File: src/rv_decode_settings.svh
`ifndef RV_DECODE_SETTINGS_SVH
`define RV_DECODE_SETTINGS_SVH

`define XLEN      64
`define REG_COUNT 32
// illegal encodings restart here
`define RESET_PC  64'h0000_0000_8000_0000

`endif

File: src/rv_decode_pkg.sv
package rv_decode_pkg;

    typedef enum logic [4:0] {
        alu_add,
        alu_sub,
        alu_sll,
        alu_slt,
        alu_sltu,
        alu_xor,
        alu_srl,
        alu_sra,
        alu_or,
        alu_and,
        alu_pass_b,
        // 32-bit word ops, result sign-extended by execute
        alu_addw,
        alu_subw,
        alu_sllw,
        alu_srlw,
        alu_sraw
    } alu_op_e;

    typedef enum logic [1:0] {
        src1_reg,
        src1_pc,
        src1_zero
    } src1_sel_e;

    typedef enum logic [1:0] {
        src2_reg,
        src2_imm,
        src2_four
    } src2_sel_e;

    typedef enum logic [3:0] {
        npc_seq,
        npc_jal,
        npc_jalr,
        npc_beq,
        npc_bne,
        npc_blt,
        npc_bge,
        npc_bltu,
        npc_bgeu,
        npc_trap
    } next_pc_sel_e;

    typedef enum logic [1:0] {
        res_alu,
        res_mem,
        res_pc_plus4
    } rf_res_sel_e;

    // encoding matches funct3[1:0] of loads and stores
    typedef enum logic [1:0] {
        size_byte,
        size_half,
        size_word,
        size_dword
    } mem_size_e;

    typedef struct packed {
        alu_op_e     alu_op;
        rf_res_sel_e rf_res_sel;
        logic        rf_we;
        logic        mem_ena;
        logic        mem_wen;
        mem_size_e   mem_size;
        logic        mem_unsigned;
    } exe_ctrl_t;

endpackage

File: src/decode_ctrl_if.sv
`timescale 1ns/1ps
`include "rv_decode_settings.svh"

interface decode_ctrl_if;
    import rv_decode_pkg::*;

    src1_sel_e          src1_sel;
    src2_sel_e          src2_sel;
    next_pc_sel_e       next_pc_sel;
    // already sign-extended
    logic [`XLEN-1:0]   imm;

    modport producer (
        output src1_sel,
        output src2_sel,
        output next_pc_sel,
        output imm
    );

    modport consumer (
        input src1_sel,
        input src2_sel,
        input next_pc_sel,
        input imm
    );

endinterface

File: src/control_unit.sv
`timescale 1ns/1ps
`include "rv_decode_settings.svh"

module control_unit (
    input  logic [31:0]               inst,
    output rv_decode_pkg::exe_ctrl_t  exe_ctrl,
    decode_ctrl_if.producer           ctrl,
    output logic                      sys,
    output logic                      illegal
);
    import rv_decode_pkg::*;

    localparam logic [6:0] OPC_LUI    = 7'b0110111;
    localparam logic [6:0] OPC_AUIPC  = 7'b0010111;
    localparam logic [6:0] OPC_JAL    = 7'b1101111;
    localparam logic [6:0] OPC_JALR   = 7'b1100111;
    localparam logic [6:0] OPC_BRANCH = 7'b1100011;
    localparam logic [6:0] OPC_LOAD   = 7'b0000011;
    localparam logic [6:0] OPC_STORE  = 7'b0100011;
    localparam logic [6:0] OPC_OP_IMM = 7'b0010011;
    localparam logic [6:0] OPC_OP     = 7'b0110011;
    localparam logic [6:0] OPC_IMM_32 = 7'b0011011;
    localparam logic [6:0] OPC_OP_32  = 7'b0111011;
    localparam logic [6:0] OPC_SYSTEM = 7'b1110011;
    localparam logic [31:0] EBREAK    = 32'h0010_0073;

    logic [6:0]       opcode;
    logic [2:0]       funct3;
    logic [6:0]       funct7;
    logic [`XLEN-1:0] imm_i;
    logic [`XLEN-1:0] imm_s;
    logic [`XLEN-1:0] imm_b;
    logic [`XLEN-1:0] imm_u;
    logic [`XLEN-1:0] imm_j;

    assign opcode = inst[6:0];
    assign funct3 = inst[14:12];
    assign funct7 = inst[31:25];

    assign imm_i = {{(`XLEN-12){inst[31]}}, inst[31:20]};
    assign imm_s = {{(`XLEN-12){inst[31]}}, inst[31:25], inst[11:7]};
    assign imm_b = {{(`XLEN-13){inst[31]}}, inst[31], inst[7], inst[30:25], inst[11:8], 1'b0};
    assign imm_u = {{(`XLEN-32){inst[31]}}, inst[31:12], 12'b0};
    assign imm_j = {{(`XLEN-21){inst[31]}}, inst[31], inst[19:12], inst[20], inst[30:21], 1'b0};

    // shared by OP and OP-IMM, alt picks sub or sra
    function automatic alu_op_e base_op(input logic [2:0] f3, input logic alt);
        case (f3)
            3'b000:  base_op = alt ? alu_sub : alu_add;
            3'b001:  base_op = alu_sll;
            3'b010:  base_op = alu_slt;
            3'b011:  base_op = alu_sltu;
            3'b100:  base_op = alu_xor;
            3'b101:  base_op = alu_alt_shift(alt);
            3'b110:  base_op = alu_or;
            default: base_op = alu_and;
        endcase
    endfunction

    function automatic alu_op_e alu_alt_shift(input logic alt);
        alu_alt_shift = alt ? alu_sra : alu_srl;
    endfunction

    always_comb begin
        exe_ctrl.alu_op       = alu_add;
        exe_ctrl.rf_res_sel   = res_alu;
        exe_ctrl.rf_we        = 1'b0;
        exe_ctrl.mem_ena      = 1'b0;
        exe_ctrl.mem_wen      = 1'b0;
        exe_ctrl.mem_size     = size_dword;
        exe_ctrl.mem_unsigned = 1'b0;
        ctrl.src1_sel         = src1_reg;
        ctrl.src2_sel         = src2_reg;
        ctrl.next_pc_sel      = npc_seq;
        ctrl.imm              = imm_i;
        sys                   = 1'b0;
        illegal               = 1'b0;

        case (opcode)
            OPC_LUI: begin
                ctrl.src1_sel  = src1_zero;
                ctrl.src2_sel  = src2_imm;
                ctrl.imm       = imm_u;
                exe_ctrl.rf_we = 1'b1;
            end
            OPC_AUIPC: begin
                ctrl.src1_sel  = src1_pc;
                ctrl.src2_sel  = src2_imm;
                ctrl.imm       = imm_u;
                exe_ctrl.rf_we = 1'b1;
            end
            OPC_JAL, OPC_JALR: begin
                // link value pc+4 goes through the ALU
                ctrl.src1_sel       = src1_pc;
                ctrl.src2_sel       = src2_four;
                exe_ctrl.rf_res_sel = res_pc_plus4;
                exe_ctrl.rf_we      = 1'b1;
                if (opcode == OPC_JAL) begin
                    ctrl.imm         = imm_j;
                    ctrl.next_pc_sel = npc_jal;
                end else begin
                    ctrl.next_pc_sel = npc_jalr;
                    illegal          = (funct3 != 3'b000);
                end
            end
            OPC_BRANCH: begin
                ctrl.imm        = imm_b;
                exe_ctrl.alu_op = alu_sub;
                case (funct3)
                    3'b000:  ctrl.next_pc_sel = npc_beq;
                    3'b001:  ctrl.next_pc_sel = npc_bne;
                    3'b100:  ctrl.next_pc_sel = npc_blt;
                    3'b101:  ctrl.next_pc_sel = npc_bge;
                    3'b110:  ctrl.next_pc_sel = npc_bltu;
                    3'b111:  ctrl.next_pc_sel = npc_bgeu;
                    default: illegal          = 1'b1;
                endcase
            end
            OPC_LOAD: begin
                ctrl.src2_sel         = src2_imm;
                exe_ctrl.rf_res_sel   = res_mem;
                exe_ctrl.rf_we        = 1'b1;
                exe_ctrl.mem_ena      = 1'b1;
                exe_ctrl.mem_size     = mem_size_e'(funct3[1:0]);
                exe_ctrl.mem_unsigned = funct3[2];
                // no ldu
                illegal               = (funct3 == 3'b111);
            end
            OPC_STORE: begin
                ctrl.src2_sel     = src2_imm;
                ctrl.imm          = imm_s;
                exe_ctrl.mem_ena  = 1'b1;
                exe_ctrl.mem_wen  = 1'b1;
                exe_ctrl.mem_size = mem_size_e'(funct3[1:0]);
                illegal           = funct3[2];
            end
            OPC_OP_IMM: begin
                ctrl.src2_sel   = src2_imm;
                exe_ctrl.rf_we  = 1'b1;
                exe_ctrl.alu_op = base_op(funct3, (funct3 == 3'b101) && inst[30]);
                // 6-bit shamt, upper bits fixed
                if (funct3 == 3'b001) begin
                    illegal = (inst[31:26] != 6'b000000);
                end else if (funct3 == 3'b101) begin
                    illegal = (inst[31:26] != 6'b000000) && (inst[31:26] != 6'b010000);
                end
            end
            OPC_OP: begin
                exe_ctrl.rf_we  = 1'b1;
                exe_ctrl.alu_op = base_op(funct3, funct7[5]);
                if (funct7 == 7'b0100000) begin
                    illegal = (funct3 != 3'b000) && (funct3 != 3'b101);
                end else begin
                    illegal = (funct7 != 7'b0000000);
                end
            end
            OPC_IMM_32, OPC_OP_32: begin
                exe_ctrl.rf_we = 1'b1;
                if (opcode == OPC_IMM_32) begin
                    ctrl.src2_sel = src2_imm;
                end
                case (funct3)
                    3'b000: begin
                        exe_ctrl.alu_op = (opcode == OPC_OP_32 && funct7[5]) ? alu_subw
                                                                             : alu_addw;
                        if (opcode == OPC_OP_32) begin
                            illegal = (funct7 != 7'b0000000) && (funct7 != 7'b0100000);
                        end
                    end
                    3'b001: begin
                        exe_ctrl.alu_op = alu_sllw;
                        illegal         = (funct7 != 7'b0000000);
                    end
                    3'b101: begin
                        exe_ctrl.alu_op = funct7[5] ? alu_sraw : alu_srlw;
                        illegal         = (funct7 != 7'b0000000) && (funct7 != 7'b0100000);
                    end
                    default: illegal = 1'b1;
                endcase
            end
            OPC_SYSTEM: begin
                sys     = (inst == EBREAK);
                illegal = (inst != EBREAK);
            end
            default: illegal = 1'b1;
        endcase

        // unknown encodings must not touch state
        if (illegal) begin
            ctrl.next_pc_sel = npc_trap;
            exe_ctrl.rf_we   = 1'b0;
            exe_ctrl.mem_ena = 1'b0;
            exe_ctrl.mem_wen = 1'b0;
        end
    end

endmodule

File: src/reg_file.sv
`timescale 1ns/1ps
`include "rv_decode_settings.svh"

module reg_file (
    input  logic             clk,
    input  logic             arst_n,
    input  logic [4:0]       raddr1,
    input  logic [4:0]       raddr2,
    output logic [`XLEN-1:0] rdata1,
    output logic [`XLEN-1:0] rdata2,
    input  logic [4:0]       waddr,
    input  logic [`XLEN-1:0] wdata,
    input  logic             we
);

    // x0 has no storage
    logic [`XLEN-1:0] regs [1:`REG_COUNT-1];

    always_ff @(posedge clk or negedge arst_n) begin
        if (!arst_n) begin
            for (int i = 1; i < `REG_COUNT; i++) begin
                regs[i] <= '0;
            end
        end else if (we && (waddr != 5'd0)) begin
            regs[waddr] <= wdata;
        end
    end

    // no write-through, new data shows after the edge
    assign rdata1 = (raddr1 == 5'd0) ? '0 : regs[raddr1];
    assign rdata2 = (raddr2 == 5'd0) ? '0 : regs[raddr2];

endmodule

File: src/operand_gen.sv
`timescale 1ns/1ps
`include "rv_decode_settings.svh"

module operand_gen (
    decode_ctrl_if.consumer  ctrl,
    input  logic [`XLEN-1:0] pc,
    input  logic [`XLEN-1:0] rdata1,
    input  logic [`XLEN-1:0] rdata2,
    output logic [`XLEN-1:0] alu_src1,
    output logic [`XLEN-1:0] alu_src2
);
    import rv_decode_pkg::*;

    // lui is zero+imm, auipc pc+imm
    always_comb begin
        case (ctrl.src1_sel)
            src1_reg:  alu_src1 = rdata1;
            src1_pc:   alu_src1 = pc;
            default:   alu_src1 = '0;
        endcase
    end

    // four feeds the jal/jalr link value
    always_comb begin
        case (ctrl.src2_sel)
            src2_reg:  alu_src2 = rdata2;
            src2_imm:  alu_src2 = ctrl.imm;
            src2_four: alu_src2 = `XLEN'd4;
            default:   alu_src2 = '0;
        endcase
    end

endmodule

File: src/next_pc_unit.sv
`timescale 1ns/1ps
`include "rv_decode_settings.svh"

module next_pc_unit (
    decode_ctrl_if.consumer  ctrl,
    input  logic [`XLEN-1:0] pc,
    input  logic [`XLEN-1:0] rdata1,
    input  logic [`XLEN-1:0] rdata2,
    output logic [`XLEN-1:0] next_pc
);
    import rv_decode_pkg::*;

    logic [`XLEN:0]   diff;
    logic             eq;
    logic             lt;
    logic             ltu;
    logic [`XLEN-1:0] pc_plus4;
    logic [`XLEN-1:0] pc_imm;
    logic [`XLEN-1:0] jalr_sum;

    // top bit of the widened difference is the borrow
    assign diff = {1'b0, rdata1} - {1'b0, rdata2};
    assign eq   = (diff[`XLEN-1:0] == '0);
    assign ltu  = diff[`XLEN];
    // signs differ, rs1 negative means less
    assign lt   = (rdata1[`XLEN-1] != rdata2[`XLEN-1]) ? rdata1[`XLEN-1] : diff[`XLEN-1];

    assign pc_plus4 = pc + `XLEN'd4;
    assign pc_imm   = pc + ctrl.imm;
    assign jalr_sum = rdata1 + ctrl.imm;

    always_comb begin
        case (ctrl.next_pc_sel)
            npc_seq:  next_pc = pc_plus4;
            npc_jal:  next_pc = pc_imm;
            npc_jalr: next_pc = {jalr_sum[`XLEN-1:1], 1'b0};
            npc_beq:  next_pc = eq ? pc_imm : pc_plus4;
            npc_bne:  next_pc = eq ? pc_plus4 : pc_imm;
            npc_blt:  next_pc = lt ? pc_imm : pc_plus4;
            npc_bge:  next_pc = lt ? pc_plus4 : pc_imm;
            npc_bltu: next_pc = ltu ? pc_imm : pc_plus4;
            npc_bgeu: next_pc = ltu ? pc_plus4 : pc_imm;
            default:  next_pc = `RESET_PC;
        endcase
    end

endmodule

File: src/decode_stage.sv
`timescale 1ns/1ps
`include "rv_decode_settings.svh"

module decode_stage (
    input  logic                     clk,
    input  logic                     arst_n,
    input  logic [`XLEN-1:0]         pc,
    input  logic [31:0]              inst,
    input  logic [`XLEN-1:0]         rf_wdata,
    input  logic [4:0]               rf_waddr,
    input  logic                     rf_we,
    output rv_decode_pkg::exe_ctrl_t exe_ctrl,
    output logic [4:0]               rd_addr,
    output logic [`XLEN-1:0]         alu_src1,
    output logic [`XLEN-1:0]         alu_src2,
    output logic [`XLEN-1:0]         store_data,
    output logic [`XLEN-1:0]         next_pc,
    output logic                     sys,
    output logic                     illegal
);

    logic [4:0]       rs1;
    logic [4:0]       rs2;
    logic [`XLEN-1:0] rf_rdata1;
    logic [`XLEN-1:0] rf_rdata2;

    decode_ctrl_if ctrl_bus ();

    assign rs1        = inst[19:15];
    assign rs2        = inst[24:20];
    assign rd_addr    = inst[11:7];
    assign store_data = rf_rdata2;

    control_unit u_control_unit (
        .inst     (inst),
        .exe_ctrl (exe_ctrl),
        .ctrl     (ctrl_bus.producer),
        .sys      (sys),
        .illegal  (illegal)
    );

    reg_file u_reg_file (
        .clk    (clk),
        .arst_n (arst_n),
        .raddr1 (rs1),
        .raddr2 (rs2),
        .rdata1 (rf_rdata1),
        .rdata2 (rf_rdata2),
        .waddr  (rf_waddr),
        .wdata  (rf_wdata),
        .we     (rf_we)
    );

    operand_gen u_operand_gen (
        .ctrl     (ctrl_bus.consumer),
        .pc       (pc),
        .rdata1   (rf_rdata1),
        .rdata2   (rf_rdata2),
        .alu_src1 (alu_src1),
        .alu_src2 (alu_src2)
    );

    next_pc_unit u_next_pc_unit (
        .ctrl    (ctrl_bus.consumer),
        .pc      (pc),
        .rdata1  (rf_rdata1),
        .rdata2  (rf_rdata2),
        .next_pc (next_pc)
    );

endmodule

File: config.mk
export PLATFORM = sky130hd
export DESIGN_NAME = decode_stage
export DESIGN_NICKNAME = d
export VERILOG_FILES = /design/src/rv_decode_pkg.sv /design/src/decode_ctrl_if.sv /design/src/control_unit.sv /design/src/reg_file.sv /design/src/operand_gen.sv /design/src/next_pc_unit.sv /design/src/decode_stage.sv
export VERILOG_INCLUDE_DIRS = /design/src
export SDC_FILE = /design/constraint.sdc
export NUM_CORES = 2
export LEC_CHECK = 0
export BUFFER_PORTS_ARGS = -buffer_cell sky130_fd_sc_hd__clkbuf_2
export CORE_MARGIN = 3
export CORE_UTILIZATION = 65
export DETAILED_ROUTE_END_ITERATION = 8
export PLACE_DENSITY = 0.83
export SYNTH_ARGS = -nofsm -noshare
export SYNTH_HDL_FRONTEND = slang
export SYNTH_SLANG_ARGS = --single-unit
File: constraint.sdc
create_clock -name clk -period 29.4 [get_ports clk]
set_input_delay 5.88 -clock clk [delete_from_list [all_inputs] [get_ports clk]]
set_output_delay 5.88 -clock clk [all_outputs]
set_load 0.005 [all_outputs]
==> impl_metrics.tcl <==
set metrics [dict create \
    outcome "finished with violations" \
    violations_in_the_final_reports "design-rule violations" \
    power.density_nw_per_um2 69.8 \
    setup_total_negative_slack_ps 0 \
    grt_pass1_vias 95991 \
    unrepaired_setup_endpoints_after_global_routing "false" \
    worst_r2r_path_depth 1 \
    mapped_nets 9979 \
    detailedRoute.firstIterationViolations 13871 \
    antenna_found_initial 49 \
    worstHoldStart "u_reg_file.regs[330]" \
    synth-edff-count 0 \
    hpwlAfterDp_um 293000 \
    cells_on_worst_hold_path 1 \
    hold_path.class "flip-flop to flip-flop" \
    die_y_um 442 \
    final.setup_skew_ps 0 \
    fp-row-count 159 \
    finalCriticalPeriod_ps 24690 \
    number_of_top_level_pins 444 \
    hold_viol 0 \
    postCtsSetupRepairBufs 0 \
    clkSinkCount 1984 \
    path_clk_slew_ps 60 \
    gr-total-overflow 0 \
    viasPerCell 7.77 \
    grt_usage 0.458 \
    final-max-slew-violation-count 0 \
    drive_above_1_share 0.420 \
    ctsRootBufferMaster "clkbuf_16" \
    drt_drc_violations_left 5 \
    worst_path_largest_cell_delay_ps 770 \
    asyncSetResetFlopFracSynth 1.00 \
    period_share 0.840 \
    final_cell_mix "2055 x mux2_2, 1984 x dfrtp_1, 915 x mux4_2" \
    clock_latency_ps 840 \
    place.gp.congestion 1.02 \
    postLayoutSetupSlackWorst_ps 4710 \
    ys_types 120 \
    synth_seq_cells 1984 \
    post_cts_resize_count 0 \
    dieWidth_um 442 \
    worst-setup-path-type "input pin to output port" \
    drv_cap 0 \
    critical_path_cell_with_the_highest_stage_delay "buf_4" \
    dr.pass1.iters 9 \
    setup_viol_count_final 0 \
    top_register_by_number_of_flip_flops "u_reg_file.regs" \
    synthesis.area_per_instance_um2 12.8 \
    cts_buffers 190 \
    worstPathRequired_ps 23520 \
    flip_flop_count_of_the_largest_register_after_layout 1984 \
    main_flop_type_after_synthesis "dfrtp_1" \
    clock_tree_from_tritoncts "done" \
    leakagePower_nw 59.5 \
    cts.path.max_buffers 3 \
    crit_path_end_kind "output port" \
    start_util 0.656 \
    critPathLaunchType "input pin" \
    worst_ir_drop_vdd_uv 69.6 \
    port_buf_inserts 442 \
    max-slew-margin-rel 0.146 \
    path_max_fanout 59 \
    postCtsHoldBufs 0 \
    routed_wire_length_per_instance_um 37.0 \
    number_of_standard_cells_after_synthesis 9650 \
    max_clock_freq_mhz 40.5 \
    p_total_mw 9.37 \
    crit_start "inst[16]" \
    netlist_area_before_placement_um2 124000 \
    htreeDepth 4 \
    final.fill_count 11993 \
    synth_seq_area_share 0.402 \
    fp.dieArea_um2 195000 \
    critPathMostFrequentCell "buf_4" \
    ant_nets 0 \
    design.core.area_um2 188000 \
    via_count 95498 \
    critical_path.reg2reg.startpoint "u_reg_file.regs[688]" \
    drt_wl_total_um 455000 \
    layout_top_registers "u_reg_file.regs: 1984 flops" \
    worst_tran_pin_value_ps 1280 \
    final_nets 9921 \
    first_pass_grt_wire_length_um 658000 \
    synthToLayoutAreaGrowth_pct 8.52 \
    placed_area_um2 127000 \
    critical_path_arrival_ps 18810 \
    detailedPlace.worstSlack_ps 5000 \
    grt_max_degree 180 \
    synthesis.yosys.warnings 0 \
    postLayoutCellArea_um2 134000 \
    layout.cells.most_common "mux2_2" \
]
-- final timing paths --
path | slack, ps | to
worst max-delay path | 4710 | next_pc[6]
min in group asynchronous | 5030 | u_reg_file.regs[908]
worst max register to register | 28540 | u_reg_file.regs[688]
worst min register to register | 530 | u_reg_file.regs[330]
worst min-delay path | 530 | u_reg_file.regs[330]
max in group asynchronous | 19400 | u_reg_file.regs[554]
-- Yosys cell counts, types with 32 or more instances --
master | count | share of area
dfrtp_1 | 1984 | 0.40
ha_1 | 157 | 0.016
a211oi_1 | 38 | 0.0023
a221oi_1 | 56 | 0.0040
o21bai_1 | 47 | 0.0029
and3_1 | 50 | 0.0025
nor2b_1 | 58 | 0.0029
a21oi_1 | 441 | 0.018
o21ai_0 | 174 | 0.0070
a21o_1 | 136 | 0.0083
nor2_1 | 303 | 0.0092
nand2b_1 | 32 | 0.0016
nand2_1 | 333 | 0.010
mux4_2 | 915 | 0.17
clkbuf_1 | 701 | 0.021
nand3_1 | 126 | 0.0051
or3_1 | 32 | 0.0016
o22ai_1 | 91 | 0.0046
o221ai_1 | 55 | 0.0039
buf_1 | 81 | 0.0025
nand4_1 | 52 | 0.0026
buf_2 | 47 | 0.0019
maj3_1 | 35 | 0.0028
xor2_1 | 97 | 0.0069
a22o_1 | 57 | 0.0040
a22oi_1 | 84 | 0.0051
inv_1 | 148 | 0.0045
mux2_2 | 2055 | 0.19
nor3_1 | 64 | 0.0026
xnor2_1 | 130 | 0.0092
and2_1 | 39 | 0.0020
mux2i_1 | 465 | 0.038
-- stage by stage --
stage | utilization | instances | hold slack (ps)
floorplan | - | 9650 | 491
global placement | 0.676 | 11894 | 499
detailed placement | 0.676 | 11895 | 510
CTS | 0.712 | 12252 | 526
global route | 0.712 | 12277 | 536
finish | 0.712 | 12296 | 527
-- worst max-delay path: cells and delay by family --
family / cells / cell delay, ps
buffers and inverters: 8 / 3170
AOI/OAI and AO/OA: 25 / 6490
adders and majority gates: 3 / 870
and+or+nand+nor: 10 / 1920
muxes: 1 / 230
-- cell families after synthesis --
group,Yosys count,share of synthesized area
xor gates and xnor gates,232,0.0168
and+or+nand+nor,1227,0.0501
muxes,3445,0.393
DFF,1984,0.402
adders and majority gates,201,0.0198
other,1,0.0000303
AOI/OAI and AO/OA,1523,0.0841
buffers and inverters,1037,0.0351
-- area by class of cell --
cell class	instances	area (um^2)	area share
inverter	152	587	0.00437
tap	2495	3120	0.0233
sequential	1984	49600	0.370
timing repair buffer	635	3900	0.0291
antenna	44	110	0.000821
clock buffer	277	5630	0.0420
clock inverter	80	1150	0.00859
multi-input combinational	6629	70000	0.522
-- routing by layer --
metal,up-vias,global-route usage,routed length (um)
li1,36999,-,-
met1,48646,0.577,158000
met2,7722,0.668,200000
met3,2107,0.154,60300
met4,24,0.326,36800
met5,-,0,165
-- where the power goes --
group	leakage (nW)	switching, mW	internal, mW
logic	30.8	1.60	1.41
registers	25.4	0.438	3.27
clock network	3.35	1.14	1.51
total	59.5	3.18	6.19
Note: power is estimated with default switching activity, not from simulation.
